$ cat config.mk
export PLATFORM = sky130hd
export DESIGN_NAME = st_glue_top
export DESIGN_NICKNAME = d
export VERILOG_FILES = /design/src/hw/st_glue_pkg.sv /design/src/hw/st_addr_decode.sv /design/src/hw/st_bus_timeout.sv /design/src/hw/st_irq_edge.sv /design/src/hw/st_ipl_encoder.sv /design/src/hw/st_glue_top.sv
export SDC_FILE = /design/constraint.sdc
export NUM_CORES = 1
export LEC_CHECK = 0
export ABC_AREA = 1
export CORE_MARGIN = 2
export CORE_UTILIZATION = 40
export CTS_BUF_LIST = sky130_fd_sc_hd__clkbuf_4 sky130_fd_sc_hd__clkbuf_8
export CTS_CLUSTER_DIAMETER = 150
export DETAILED_ROUTE_END_ITERATION = 12
export DONT_BUFFER_PORTS = 1
export GPL_ROUTABILITY_DRIVEN = 0
export PLACE_DENSITY = 0.66
export SYNTH_ARGS = -nofsm -noshare
export SYNTH_HDL_FRONTEND = slang
export SYNTH_SLANG_ARGS = --single-unit
$ cat constraint.sdc
create_clock -name clk_8 -period 1.5 [get_ports clk_8]
set_input_delay 0.15 -clock clk_8 [delete_from_list [all_inputs] [get_ports clk_8]]
set_output_delay 0.15 -clock clk_8 [all_outputs]
set_load 0.005 [all_outputs]
$ cat src/hw/st_glue_pkg.sv
//##########################################################
// shared types for the 68000 bus glue
// enums are sized to match the port widths in the design
// ipl codes are active low as the 68000 samples them
// ipl[0] stays high, so only levels 2, 4 and 6 exist
//##########################################################

package st_glue_pkg;

	// address classes seen by the decoder
	typedef enum logic [2:0] {
		REGION_NONE,
		REGION_RAM,
		REGION_ROM,
		REGION_IO,
		REGION_IACK
	} region_e;

	// implemented peripherals, index into the one-hot select
	typedef enum logic [3:0] {
		DEV_MMU,
		DEV_VIDEO,
		DEV_DMA,
		DEV_PSG,
		DEV_BLITTER,
		DEV_SND,
		DEV_JOY,
		DEV_MFP,
		DEV_ACIA
	} io_dev_e;

	localparam int NUM_IO_DEV = 9;

	// configured st ram size
	typedef enum logic [2:0] {
		MEM_512K,
		MEM_1M,
		MEM_2M,
		MEM_4M,
		MEM_8M,
		MEM_14M
	} mem_size_e;

	// cpu ipl pins, inverted level
	typedef enum logic [2:0] {
		IPL_MFP  = 3'd1,
		IPL_VBI  = 3'd3,
		IPL_HBI  = 3'd5,
		IPL_NONE = 3'd7
	} ipl_e;

	// autovector numbers handed out on iack
	localparam logic [7:0] VEC_VBI = 8'h1c;
	localparam logic [7:0] VEC_HBI = 8'h1a;

	// blank interrupt latch indices
	localparam int IRQ_HBI = 0;
	localparam int IRQ_VBI = 1;
	localparam int NUM_BLANK_IRQ = 2;

endpackage

$ cat src/hw/st_addr_decode.sv
//##########################################################
// cpu_addr is a word address, bit n equals byte address bit n
// ram above 4 MB needs MEM_8M or MEM_14M, 14 MB at most
// no ide, scsi, fpu or rtc windows, those end in bus error
//##########################################################

`timescale 1ns/100ps

module st_addr_decode import st_glue_pkg::*; (
	input  logic [23:1]              cpu_addr,
	input  logic                     rw,
	input  mem_size_e                mem_size,
	input  logic                     ste,
	input  logic                     blitter_en,
	input  logic                     addr_strobe,
	output logic [NUM_IO_DEV-1:0]    dev_sel,
	output logic                     mem_sel,
	output logic                     ack_src,
	output logic [NUM_BLANK_IRQ-1:0] irq_ack,
	output logic [7:0]               auto_vector
);

	region_e               region;
	logic                  ram_hit;
	logic                  rom_hit;
	logic                  mem_hit;
	logic                  iack_cycle;
	logic                  mfp_iack;
	logic                  auto_iack;
	logic [2:0]            iack_level;
	logic [15:0]           io_off;
	logic [NUM_IO_DEV-1:0] dev_hit;

	// first 4 MB always ram
	always_comb begin
		ram_hit = (cpu_addr[23:22] == 2'b00);
		// 8 MB
		if (mem_size == MEM_8M || mem_size == MEM_14M)
			ram_hit = ram_hit || (cpu_addr[23:22] == 2'b01);
		// 12 MB and 14 MB
		if (mem_size == MEM_14M)
			ram_hit = ram_hit || (cpu_addr[23:22] == 2'b10) || (cpu_addr[23:21] == 3'b110);
	end

	// tos 256k at $e00000, tos 192k at $fc0000, cartridge at $fa0000
	assign rom_hit = (cpu_addr[23:18] == 6'b111000) ||
		(cpu_addr[23:17] == 7'b1111110) || (cpu_addr[23:16] == 8'hfe) ||
		(cpu_addr[23:17] == 7'b1111101);

	// iack window sits inside the io page, so it wins
	always_comb begin
		if (cpu_addr[23:4] == 20'hfffff)
			region = REGION_IACK;
		else if (cpu_addr[23:16] == 8'hff)
			region = REGION_IO;
		else if (ram_hit)
			region = REGION_RAM;
		else if (rom_hit)
			region = REGION_ROM;
		else
			region = REGION_NONE;
	end

	// rom only answers reads
	assign mem_hit = (region == REGION_RAM) || (region == REGION_ROM && rw);
	assign mem_sel = addr_strobe && mem_hit;

	// device windows within the $ff page
	assign io_off = {cpu_addr[15:1], 1'b0};
	always_comb begin
		dev_hit = '0;
		if (region == REGION_IO) begin
			dev_hit[DEV_MMU]     = (io_off == 16'h8000);
			dev_hit[DEV_VIDEO]   = ({io_off[15:7], 7'd0} == 16'h8200);
			dev_hit[DEV_DMA]     = ({io_off[15:4], 4'd0} == 16'h8600);
			dev_hit[DEV_PSG]     = ({io_off[15:8], 8'd0} == 16'h8800);
			// an ste always has a blitter
			dev_hit[DEV_BLITTER] = (blitter_en || ste) && ({io_off[15:8], 8'd0} == 16'h8a00);
			// ste only
			dev_hit[DEV_SND]     = ste && ({io_off[15:6], 6'd0} == 16'h8900);
			dev_hit[DEV_JOY]     = ste && ({io_off[15:6], 6'd0} == 16'h9200);
			dev_hit[DEV_MFP]     = ({io_off[15:6], 6'd0} == 16'hfa00);
			dev_hit[DEV_ACIA]    = ({io_off[15:8], 8'd0} == 16'hfc00);
		end
	end

	assign dev_sel = {NUM_IO_DEV{addr_strobe}} & dev_hit;

	// level 6 goes to the mfp, 4 and 2 are autovectored here
	assign iack_level = cpu_addr[3:1];
	assign iack_cycle = (region == REGION_IACK);
	assign mfp_iack   = iack_cycle && (iack_level == 3'd6);
	assign auto_iack  = iack_cycle && (iack_level == 3'd4 || iack_level == 3'd2);

	assign irq_ack[IRQ_VBI] = addr_strobe && iack_cycle && (iack_level == 3'd4);
	assign irq_ack[IRQ_HBI] = addr_strobe && iack_cycle && (iack_level == 3'd2);

	assign auto_vector = irq_ack[IRQ_VBI] ? VEC_VBI :
		(irq_ack[IRQ_HBI] ? VEC_HBI : 8'h00);

	// anything that may answer with dtack
	assign ack_src = mem_hit || (|dev_hit) || mfp_iack || auto_iack;

	// overlapping windows would drive two peripherals at once
	always_comb begin
		a_dev_sel_onehot: assert final ($onehot0(dev_sel))
			else $error("dev_sel not one-hot: %b", dev_sel);
	end

endmodule

$ cat src/hw/st_bus_timeout.sv
//##########################################################
// every clk_8 cycle is a cpu cycle, no video slot sharing
// br only withholds dtack, nothing is tristated
// berr holds until clr_berr, DTACK_TIMEOUT must be 2..15
//##########################################################

`timescale 1ns/100ps

module st_bus_timeout #(
	parameter int unsigned DTACK_TIMEOUT = 7
) (
	input  logic clk_8,
	input  logic pll_locked,
	input  logic as_n,
	input  logic br,
	input  logic ack_src,
	input  logic clr_berr,
	output logic addr_strobe,
	output logic dtack_n,
	output logic berr
);

	localparam logic [3:0] CNT_MAX = 4'(DTACK_TIMEOUT);

	logic [3:0] nodtack_cnt;

	// strobe registered, dropped while another master holds the bus
	always_ff @(posedge clk_8 or negedge pll_locked) begin
		if (!pll_locked) begin
			addr_strobe <= 1'b0;
		end else begin
			addr_strobe <= !as_n && !br;
		end
	end

	assign dtack_n = !(addr_strobe && ack_src && !br);

	// saturated counter means bus error
	assign berr = (nodtack_cnt == CNT_MAX);

	always_ff @(posedge clk_8 or negedge pll_locked) begin
		if (!pll_locked) begin
			nodtack_cnt <= 4'd0;
		end else if (!berr) begin
			// any answer or a released strobe restarts the count
			if (!dtack_n || br || as_n)
				nodtack_cnt <= 4'd0;
			else if (addr_strobe)
				nodtack_cnt <= nodtack_cnt + 4'd1;
		end else if (clr_berr) begin
			// cpu has taken the bus error exception
			nodtack_cnt <= 4'd0;
		end
	end

	// a decoded cycle must never also run into the timeout
	a_no_dtack_in_berr: assert property (
		@(posedge clk_8) disable iff (!pll_locked)
		!(berr && !dtack_n)
	) else $error("berr and dtack seen together");

endmodule

$ cat src/hw/st_irq_edge.sv
//##########################################################
// blank input is sampled on both clk_8 edges
// pending sets 1 to 3 cycles after a rising blank edge
// an ack in the same cycle as a new edge wins
//##########################################################

`timescale 1ns/100ps

module st_irq_edge (
	input  logic clk_8,
	input  logic pll_locked,
	input  logic blank,
	input  logic ack,
	output logic pending
);

	logic blank_neg;
	logic blank_pos;
	logic edge_pulse;

	// first sample on the falling edge
	always_ff @(negedge clk_8 or negedge pll_locked) begin
		if (!pll_locked)
			blank_neg <= 1'b0;
		else
			blank_neg <= blank;
	end

	always_ff @(posedge clk_8 or negedge pll_locked) begin
		if (!pll_locked) begin
			blank_pos  <= 1'b0;
			edge_pulse <= 1'b0;
			pending    <= 1'b0;
		end else begin
			// delayed copy, then a single cycle event
			blank_pos  <= blank_neg;
			edge_pulse <= blank_neg && !blank_pos;
			if (ack)
				pending <= 1'b0;
			else if (edge_pulse)
				pending <= 1'b1;
		end
	end

endmodule

$ cat src/hw/st_ipl_encoder.sv
//##########################################################
// ipl is registered, one cycle behind its sources
// fixed priority mfp, then vbi, then hbi
//##########################################################

`timescale 1ns/100ps

module st_ipl_encoder import st_glue_pkg::*; (
	input  logic                     clk_8,
	input  logic                     pll_locked,
	input  logic [NUM_BLANK_IRQ-1:0] pending,
	input  logic                     mfp_irq,
	output ipl_e                     ipl
);

	always_ff @(posedge clk_8 or negedge pll_locked) begin
		if (!pll_locked) begin
			ipl <= IPL_NONE;
		end else begin
			// mfp at level 6
			if (mfp_irq)
				ipl <= IPL_MFP;
			// vbi at level 4
			else if (pending[IRQ_VBI])
				ipl <= IPL_VBI;
			// hbi at level 2
			else if (pending[IRQ_HBI])
				ipl <= IPL_HBI;
			else
				ipl <= IPL_NONE;
		end
	end

	// only even levels reach the cpu
	a_ipl_legal: assert property (
		@(posedge clk_8) disable iff (!pll_locked)
		ipl inside {IPL_NONE, IPL_HBI, IPL_VBI, IPL_MFP}
	) else $error("illegal ipl code %b", ipl);

endmodule

$ cat src/hw/st_glue_top.sv
//##########################################################
// 68000 bus glue, asynchronous as_n/dtack_n cycle on clk_8
// cpu inputs must be stable while as_n is low
// st_vs and st_hs may be asynchronous to clk_8
//##########################################################

`timescale 1ns/100ps

module st_glue_top import st_glue_pkg::*; #(
	parameter int unsigned DTACK_TIMEOUT = 7
) (
	input  logic                  clk_8,
	input  logic                  pll_locked,
	input  logic [23:1]           cpu_addr,
	input  logic                  as_n,
	input  logic                  rw,
	input  logic                  br,
	input  logic                  clr_berr,
	input  mem_size_e             mem_size,
	input  logic                  ste,
	input  logic                  blitter_en,
	input  logic                  st_vs,
	input  logic                  st_hs,
	input  logic                  mfp_irq,
	output logic                  dtack_n,
	output logic                  berr,
	output logic [NUM_IO_DEV-1:0] dev_sel,
	output logic                  mem_sel,
	output ipl_e                  ipl,
	output logic [7:0]            auto_vector
);

	logic                     addr_strobe;
	logic                     ack_src;
	logic [NUM_BLANK_IRQ-1:0] irq_ack;
	logic [NUM_BLANK_IRQ-1:0] blank_src;
	logic [NUM_BLANK_IRQ-1:0] pending;

	// address, device and iack decode
	st_addr_decode st_addr_decode_inst (
		.cpu_addr    (cpu_addr),
		.rw          (rw),
		.mem_size    (mem_size),
		.ste         (ste),
		.blitter_en  (blitter_en),
		.addr_strobe (addr_strobe),
		.dev_sel     (dev_sel),
		.mem_sel     (mem_sel),
		.ack_src     (ack_src),
		.irq_ack     (irq_ack),
		.auto_vector (auto_vector)
	);

	// strobe, dtack and bus error
	st_bus_timeout #(
		.DTACK_TIMEOUT (DTACK_TIMEOUT)
	) st_bus_timeout_inst (
		.clk_8       (clk_8),
		.pll_locked  (pll_locked),
		.as_n        (as_n),
		.br          (br),
		.ack_src     (ack_src),
		.clr_berr    (clr_berr),
		.addr_strobe (addr_strobe),
		.dtack_n     (dtack_n),
		.berr        (berr)
	);

	// blank interrupt sources by latch index
	assign blank_src[IRQ_HBI] = st_hs;
	assign blank_src[IRQ_VBI] = st_vs;

	for (genvar i = 0; i < NUM_BLANK_IRQ; i++) begin : g_blank_irq
		st_irq_edge st_irq_edge_inst (
			.clk_8      (clk_8),
			.pll_locked (pll_locked),
			.blank      (blank_src[i]),
			.ack        (irq_ack[i]),
			.pending    (pending[i])
		);
	end

	st_ipl_encoder st_ipl_encoder_inst (
		.clk_8      (clk_8),
		.pll_locked (pll_locked),
		.pending    (pending),
		.mfp_irq    (mfp_irq),
		.ipl        (ipl)
	);

endmodule

Word-level counts from Yosys, hierarchy flattened
Cells that the tools add are included. Widths: inputs -> output; s select.

Output and inout port bits: 23. Register bits: 16.

Reductions and logical operators: 41. Add/subtract/negate cells: 1. Muxes and demuxes: 20. Bitwise gates (word level): 1. Equality and inequality tests: 29.

Operators with widths (number): $eq 8x8->1 const B (5); $eq 10x10->1 const B (3); $eq 20x20->1 const B (1); $eq 3x3->1 const B (6); $mux 4 (4); $eq 15x15->1 const B (1); $logic_and 1x1->1 (15); $logic_or 1x1->1 (15); $mux 3 (5); $eq 7x7->1 const B (2); $eq 12x12->1 const B (1); $and 9x9->9 (1); $eq 3x2->1 const B (3); $eq 9x9->1 const B (1); $mux 9 (1); $reduce_or 9->1 (1); $mux 8 (1); $eq 6x6->1 const B (1); $mux 1 (6); $logic_not 1->1 (5); $mux 5 (1); $add 4x1->4 const B (1); $eq 4x3->1 const B (1); $mux 2 (2); 8 further kinds (9).

Longest topological paths before layout
Gate-level depths: netlist of run 1.

Depth in word-level cells: 21. Gate-level depth with buffers: 15. Mapped depth without buffers: 15.

Cells and area by module
A second synthesis of run 1 with hierarchy kept.

Cells, all modules: 206. Area total of the unflattened synthesis: 1303.8 um2.

By module, submodules not included: st_addr_decode (sequential area each 0.0 um2, times used 1, area an instance 700.7 um2, cells an instance 144); st_bus_timeout (sequential area each 125.1 um2, times used 1, area an instance 292.8 um2, cells an instance 39); st_irq_edge (sequential area each 100.1 um2, times used 2, area an instance 115.1 um2, cells an instance 8); st_ipl_encoder (sequential area each 52.6 um2, times used 1, area an instance 80.1 um2, cells an instance 7).

==> results of run 1 <==
worst paths after layout:
kind,depth (start not counted),slack [ns],end,start
worst min-delay path,3,0.10,st_bus_timeout_inst.nodtack_cnt[2],br
min in group asynchronous,0,0.19,g_blank_irq[1].st_irq_edge_inst.blank_neg,pll_locked
worst max register to register,2,0.16,g_blank_irq[1].st_irq_edge_inst.edge_pulse,g_blank_irq[1].st_irq_edge_inst.blank_neg
worst max-delay path,8,0.09,dtack_n,cpu_addr[11]
worst min register to register,1,0.40,g_blank_irq[0].st_irq_edge_inst.edge_pulse,g_blank_irq[0].st_irq_edge_inst.blank_pos
max in group asynchronous,1,0.81,st_bus_timeout_inst.addr_strobe,pll_locked
critical path, stage by stage:
cell     delay, ns
or2_2         0.30
nor2_2        0.11
nand3_1       0.12
a21oi_1       0.15
nor2_1        0.06
nand2_1       0.09
o21ai_2       0.06
or2_1         0.23
registers in the layout, summed over array words and instances, names as in the netlist:
name	cells
st_ipl_encoder_inst.ipl	2
g_blank_irq.st_irq_edge_inst.edge_pulse	2
g_blank_irq.st_irq_edge_inst.blank_pos	2
st_bus_timeout_inst.addr_strobe	1
g_blank_irq.st_irq_edge_inst.pending	2
st_bus_timeout_inst.nodtack_cnt	4
g_blank_irq.st_irq_edge_inst.blank_neg	2
area by class of cell:
class	count	area, um^2
Fill cell	323	1610
Multi-Input combinational cell	145	754
Sequential cell	15	379
Inverter	38	144
Timing Repair Buffer	7	62.6
Tap cell	44	55.1
Clock buffer	3	22.5
Clock inverter	1	5.00
metal layers:
layer  vias up  global-route usage (%)  part of all wire (%)
li1        628                       -                     -
met1       533                    19.9                    43
met2        47                    26.9                    46
met3         0                    5.41                    10
met4         0                    1.90                     0
met5         -                       0                     0
report_power, final:
group          internal [mW]  switching, mW  leakage [nW]
sequential             0.420        0.00871         0.177
combinational         0.0443         0.0773         0.527
clock                 0.0989          0.124        0.0177
metrics by stage:
stage / power [mW] / worst slack, ns / TNS [ns] / hold WS, ns
floorplan: 0.526 / 0.0864 / 0 / -0.146
global placement: 0.533 / 0.0880 / 0 / -0.145
detailed placement: 0.535 / 0.0476 / 0 / -0.145
CTS: 0.784 / 0.0319 / 0 / 0.0974
global route: 0.833 / -0.0298 / -0.0298 / 0.123
finish: 0.774 / 0.0934 / 0 / 0.103
cell usage after synthesis, types with 2 or more instances:
| library cell | instances |
|---|---|
| nor2_1 | 38 |
| nor4_1 | 4 |
| a21oi_1 | 4 |
| conb_1 | 2 |
| dfrtn_1 | 2 |
| nand2_1 | 46 |
| o21ai_0 | 6 |
| o21ai_1 | 4 |
| nand3_1 | 16 |
| nor2_2 | 3 |
| dfrtp_1 | 11 |
| dfstp_2 | 2 |
| nand2_4 | 2 |
| nand4_1 | 4 |
| nand3_2 | 2 |
| inv_1 | 36 |
| nor3_1 | 2 |
| buf_4 | 7 |
| xor2_1 | 3 |
timing repair:
| item | CTS | global route |
|---|---|---|
| hold buffers | 4 | 0 |
| resized for setup | 3 | 13 |
| endpoints found under the setup margin | 5 | 9 |
| setup buffers | 0 | 2 |
| pin swaps | 0 | 3 |
| hold endpoints to repair | 16 | 0 |
logic make-up after synthesis:
| family | share of synthesized area (%) |
|---|---|
| fa+ha+maj | 0.996 |
| simple gates | 45.1 |
| xor+xnor | 2.09 |
| buf+inv | 15.5 |
| compound gates | 5.58 |
| other cells | 0.598 |
| flops | 30.1 |
==> run summary, run 1 <==
Run status: finished, final reports clean
Tmin final: 1.41 ns
Root buffer cell: clkbuf_4
Clock Skews: 0.00501 ns
Synth unique cells: 27
Seq cells post-synth: 15
Tcrit/Tclk final: 93.8%
Antenna-violating nets left: 0
Starting DRC count in detailed routing: 59
Num rows: 20
Ys flop type: dfrtp_1
Area of the die: 0.00360 mm^2
Longest Clk Path Bufs: 2
Buffers added on ports: 0
WS Path Type: in2out
Clock Sinks: 15
Crit path max fanout: 4
Vias per std cell: 4.77
Die height: 60.0 um
Total GRT Usage: 15.8%
Synth top area share: 21.9%
DRT Pass-1 Iters: 4
Crit path arrival time: 1.26 ns
Synth area leader: dfrtp_1
Vias in the first global route: 1,042
Slew Viols, Final: 0
Final cell count without fillers: 253
Area after DPL: 0.00128 mm^2
Pleak: 0.722 nW
Post-synthesis sequential area ratio: 30.1%
Mapped cell area: 0.00126 mm^2
Synth Instances: 202
WP data required: 1.35 ns
CTS tree: done
HPWL after DPL: 2230 um
Finished Cell Area: 0.00142 mm^2
Pwr dens: 544 mW/mm^2
Crit. End Element: output port
# IOs: 60
Maxcap violations: 0
Unrepaired setup endpoints after global routing: true
HP Class: in2reg
Hold Vio Cnt, Final: 0
Drt drc: 0
Skew-Pair Late Insertion Delay: 0.28 ns
Ant diodes: 0
DP Cell Count: 243
Clock Pin Slew Worst Setup and Hold Paths: 0.08 ns
Startpoint types: input pin
Grt ovf: 0
Clock buffer count from CTS: 3
Slew @ Worst Pin: 0.561 ns
Antenna violations before repair: 0
Fmax: 711 MHz
Number of enable flip-flop cells after synthesis: 0
Starting Density: 41.5%
Nets: 248
Top post-synthesis cells by area: dfrtp_1 (22%), nand2_1 (14%), nor2_1 (11%)
Asr flop ratio synth: 100%
Largest net degree at the start of global routing: 14
DR vias: 1,208
First-pass GRT wire length: 4330 um
CORE AREA: 0.00303 mm^2
Fraction of layout cells with a size suffix above 1: 16.7%
Syn Area/Cell: 6.22 um^2
VDD IR max: 0.626 mV
Die Wd: 60.0 um
Number of synthesis warnings: 0
Most frequent cells in the layout: nand2_1 (45), inv_1 (36), nor2_1 (34)
Slew headroom: 62.5%
Htree depth: 1
Area growth syn-to-layout: 13.2%
Final Setup Violations: 0
WL/cell: 11.1 um
Final WL: 2800 um
Finished Core Util: 47.0%
Most common cell after layout, fill and taps aside: nand2_1
Power figures use the tool's default switching activity.
==> inputs of run 2 (changes only) <==
CAP_MARGIN = 30   (was not set)
clock period = 1.2 ns   (was 1.5 ns; I/O delays follow)
==> run 2 against run 1 <==
Compared with the run above:
- non-clock buffer count increased by 36
- the flow now finishes with violations (setup timing)
- utilization increased by 18 points
- sequential power increased by 25%
- first-iteration DRC count decreased by 12%
- critical endpoint unchanged
- critical path type unchanged
- critical path depth increased by 2
==> run summary, run 2 (synthesis gave the netlist of run 1 again) <==
Startpoint types: input pin
Starting DRC count in detailed routing: 52
HPWL after DPL: 2400 um
First-pass GRT wire length: 5050 um
DRT Pass-1 Iters: 4
Tot Pwr: 1.08 mW
Pwr dens: 545 mW/mm^2
Run status: finished with violations
Root buffer cell: clkbuf_4
Final WL: 3530 um
Largest net degree at the start of global routing: 14
DP Cell Count: 273
Num rows: 20
Antenna-violating nets left: 0
Finished Cell Area: 0.00197 mm^2
Buffers added on ports: 0
Biggest register: st_bus_timeout_inst.nodtack_cnt
Grt ovf: 0
Pleak: 0.975 nW
Tcrit/Tclk final: 119%
Nets: 285
Area growth syn-to-layout: 57.2%
Most frequent cells in the layout: nand2_1 (37), inv_1 (29), buf_4 (28)
Htree depth: 1
Failing checks: setup timing
Fmax: 699 MHz
Slew @ Worst Pin: 0.568 ns
Vias in the first global route: 1,249
DR vias: 1,406
Area after DPL: 0.00152 mm^2
Final worst slack: -0.231 ns
Clock Skews: 0.0119 ns
WP data required: 1.08 ns
Skew-Pair Late Insertion Delay: 0.28 ns
Clock Pin Slew Worst Setup and Hold Paths: 0.09 ns
Crit path arrival time: 1.31 ns
Most common cell after layout, fill and taps aside: nand2_1
# IOs: 60
CTS tree: done
CORE AREA: 0.00303 mm^2
HP Class: in2reg
Crit. End Element: output port
Antenna violations before repair: 0
Final cell count without fillers: 290
Register area: 379 um^2
Fillers: 247
Vias per std cell: 4.85
Drt drc: 0
Total GRT Usage: 18.3%
WL/cell: 12.2 um
Multi-input gate area in the final layout: 976 um^2
Setup TNS: -1.62 ns
Hold Vio Cnt, Final: 0
Clock Sinks: 15
Starting Density: 41.5%
Maxcap violations: 0
Final Setup Violations: 16
Die Wd: 60.0 um
Finished Core Util: 65.2%
Fraction of layout cells with a size suffix above 1: 44.3%
Area of the die: 0.00360 mm^2
Clock buffer count from CTS: 3
WS Path Type: in2out
Slew headroom: 62.0%
Ant diodes: 0
Slew Viols, Final: 0
Flip-flop count of the largest register after layout: 4
Worst hold slack: 0.0799 ns
Longest Clk Path Bufs: 2
Unrepaired setup endpoints after global routing: true
Post-Place Worst Slack: -0.174 ns
Crit path max fanout: 3
Die height: 60.0 um
Tmin final: 1.43 ns
VDD IR max: 0.731 mV
## run 2: cell count changes in the layout (fill, tap and decap cells not counted), sizes merged
cell,change
buf,+37
inv,+1
dlygate4sd3,-1
## run 2: final timing paths
check	start	endpoint	slack [ns]	depth (start not counted)
max in group asynchronous	pll_locked	g_blank_irq[0].st_irq_edge_inst.blank_neg	0.48	1
setup reg to reg	st_bus_timeout_inst.addr_strobe	st_bus_timeout_inst.nodtack_cnt[3]	-0.04	8
hold / removal	as_n	st_bus_timeout_inst.addr_strobe	0.08	2
min in group asynchronous	pll_locked	g_blank_irq[1].st_irq_edge_inst.pending	0.26	1
setup / recovery	cpu_addr[15]	dtack_n	-0.23	10
hold reg to reg	g_blank_irq[1].st_irq_edge_inst.blank_pos	g_blank_irq[1].st_irq_edge_inst.edge_pulse	0.40	1
## run 2: final cells by class
class                      instances  share of cell area (%)
inverter                          38                    7.60
timing repair buffer              43                    19.0
tap                               44                    2.79
timing repair inverter             1                   0.570
clock buffer                       3                    1.14
multi-input combinational        145                    49.4
sequential                        15                    19.2
clock inverter                     1                   0.253
## run 2: timing repair
action | CTS | global route
gates cloned | 1 | 0
setup endpoints to repair | 20 | 21
hold endpoints to repair | 15 | 2
buffers inserted | 6 | 6
hold buffers | 2 | 1
resized for setup | 42 | 42
pin swaps | 14 | 25
## run 2: where the power goes
part | internal, mW | switching [mW] | leakage, nW
registers | 0.526 | 0.0101 | 0.177
logic | 0.117 | 0.147 | 0.780
clock network | 0.124 | 0.153 | 0.0177
## run 2: routing by layer
metal / GRT usage (%) / vias to the layer above / wire (um)
met4: 2.86 / 0 / 39
met3: 4.76 / 6 / 267
li1: - / 703 / -
met5: 0 / - / 0
met2: 31.2 / 48 / 1780
met1: 23.6 / 649 / 1450
## run 2: critical path: stages
cell and delay, ns:
inv_1 0.02, nor2_2 0.11, nand2_1 0.11, nor2_2 0.12, nand3_1 0.10, a21oi_1 0.23
nor2_2 0.08, nand2_2 0.09, o21ai_2 0.07, or2_1 0.26
==> inputs of run 3 (changes only) <==
BUFFER_PORTS_ARGS = -buffer_cell sky130_fd_sc_hd__buf_2   (was not set)
DONT_BUFFER_PORTS = not set   (was 1)
PLACE_DENSITY = 0.83   (was 0.66)
==> run 3 against run 2 <==
Compared with the run above:
- the flow still finishes with violations (setup timing)
- fmax shrank 12%
- die area is the same
- largest power group unchanged
- sequential power is essentially flat
==> run summary, run 3 (synthesis gave the netlist of run 1 again) <==
WS Path Type: in2out
Clock Skews: 0.00336 ns
Maxcap violations: 0
Area growth syn-to-layout: 89.9%
Tcrit/Tclk final: 135%
WL/cell: 13.5 um
Area of the die: 0.00360 mm^2
Startpoint types: input pin
Most frequent cells in the layout: buf_4 (42), nand2_1 (36), buf_2 (36)
VDD IR max: 0.603 mV
Setup TNS: -2.98 ns
Hold Path End: st_bus_timeout_inst.addr_strobe
Most common cell after layout, fill and taps aside: buf_4
CORE AREA: 0.00303 mm^2
R2R Path End: st_bus_timeout_inst.nodtack_cnt[0]
Run status: finished with violations
WP data required: 1.08 ns
Longest Clk Path Bufs: 2
Largest net degree at the start of global routing: 14
Drt drc: 0
Die height: 60.0 um
Failing checks: setup timing
CTS tree: done
Hold Path Stages: 3
Fraction of layout cells with a size suffix above 1: 55.4%
Root buffer cell: clkbuf_4
Biggest register: st_bus_timeout_inst.nodtack_cnt
Final WL: 4720 um
HP Class: in2reg
Hold Vio Cnt, Final: 0
Unrepaired setup endpoints after global routing: true
Slew Viols, Final: 0
Clock buffer count from CTS: 3
Vias in the first global route: 1,557
R2r setup slk: -0.06 ns
Fmax: 616 MHz
HPWL after DPL: 2780 um
Crit. End Element: output port
Grt ovf: 0
Total GRT Usage: 23.5%
# IOs: 60
Crit path max fanout: 4
Clock Sinks: 15
Die Wd: 60.0 um
Tmin final: 1.62 ns
Antenna-violating nets left: 0
Crit path cell chain: buf_2, inv_1, nand2_1, nor2_2, nand3_1, a21oi_1, nor2_2, nand2_2, o21ai_2, or2_1, buf_2
Final Setup Violations: 21
Htree depth: 1
Critical Path Max Stage Delay: 0.26 ns
Flip-flop count of the largest register after layout: 4
First-pass GRT wire length: 6430 um
Starting Density: 41.5%
Antenna violations before repair: 0
Register-to-Register Path Depth: 8
DR vias: 1,743
Clock Pin Slew Worst Setup and Hold Paths: 0.08 ns
Ant diodes: 0
Buffers added on ports: 54
Num rows: 20
Pwr dens: 539 mW/mm^2
Worst hold slack: 0.139 ns
Final worst slack: -0.423 ns
Worst reg2reg startpoint: st_bus_timeout_inst.addr_strobe
Starting DRC count in detailed routing: 83
Slowest-stage cell, CP: a21oi_1
DRT Pass-1 Iters: 5
Skew-Pair Late Insertion Delay: 0.28 ns
Pleak: 1.26 nW
HP Start: as_n
Vias per std cell: 4.99
Crit path arrival time: 1.50 ns
Nets: 344
==> run 3: report_power, final <==
part           total (mW)  switching [mW]  internal (mW)
Clock               0.307           0.155          0.152
Sequential          0.537          0.0119          0.525
Combinational       0.442           0.220          0.221
==> run 3: worst max path at each step <==
stage                             from       to  slack, ns
after floorplan           cpu_addr[23]  dtack_n      -0.03
after global placement    cpu_addr[23]  dtack_n      -0.36
after detailed placement  cpu_addr[23]  dtack_n      -0.40
after CTS                 cpu_addr[12]  dtack_n      -0.31
after global routing       cpu_addr[7]  dtack_n      -0.47
final                      cpu_addr[8]  dtack_n      -0.42
==> run 3: worst max-delay path: cells and delay by family <==
family	cells	cell delay [ns]
AND/OR/NAND/NOR	6	0.73
buffers and inverters	3	0.33
AO/OA/AOI/OAI	2	0.32
==> run 3: metal layers <==
metal,part of all wire [%],GRT usage [%]
met1,39,27.8
met4,2.5,4.76
met3,6.3,5.41
met5,0,0
met2,53,43.2
==> run 3: cell type report <==
type	instances	area, um^2
Clock buffer	4	30.0
Fill cell	187	642
Inverter	38	148
Multi-Input combinational cell	145	988
Sequential cell	15	378
Tap cell	44	55.1
Timing Repair Buffer	103	787
==> run 3: repair_timing <==
item,CTS,global route
hold buffers,2,0
pin swaps,37,29
gates resized for setup,70,35
endpoints found under the setup margin,21,22
hold endpoints to repair,13,0
setup buffers,15,7
==> run 3: through the flow <==
step / instances / total power, mW / instance area, um^2 / utilization, % / setup slack, ns
2_1_floorplan: 205 / 0.661 / 1280 / - / -0.0295
3_3_place_gp: 327 / 0.810 / 1790 / 59.1 / -0.360
3_5_place_dp: 327 / 0.820 / 1790 / 59.1 / -0.403
4_1_cts: 345 / 1.23 / 2200 / 72.8 / -0.312
5_1_grt: 349 / 1.36 / 2390 / 78.8 / -0.467
6_report: 349 / 1.29 / 2390 / 78.8 / -0.423
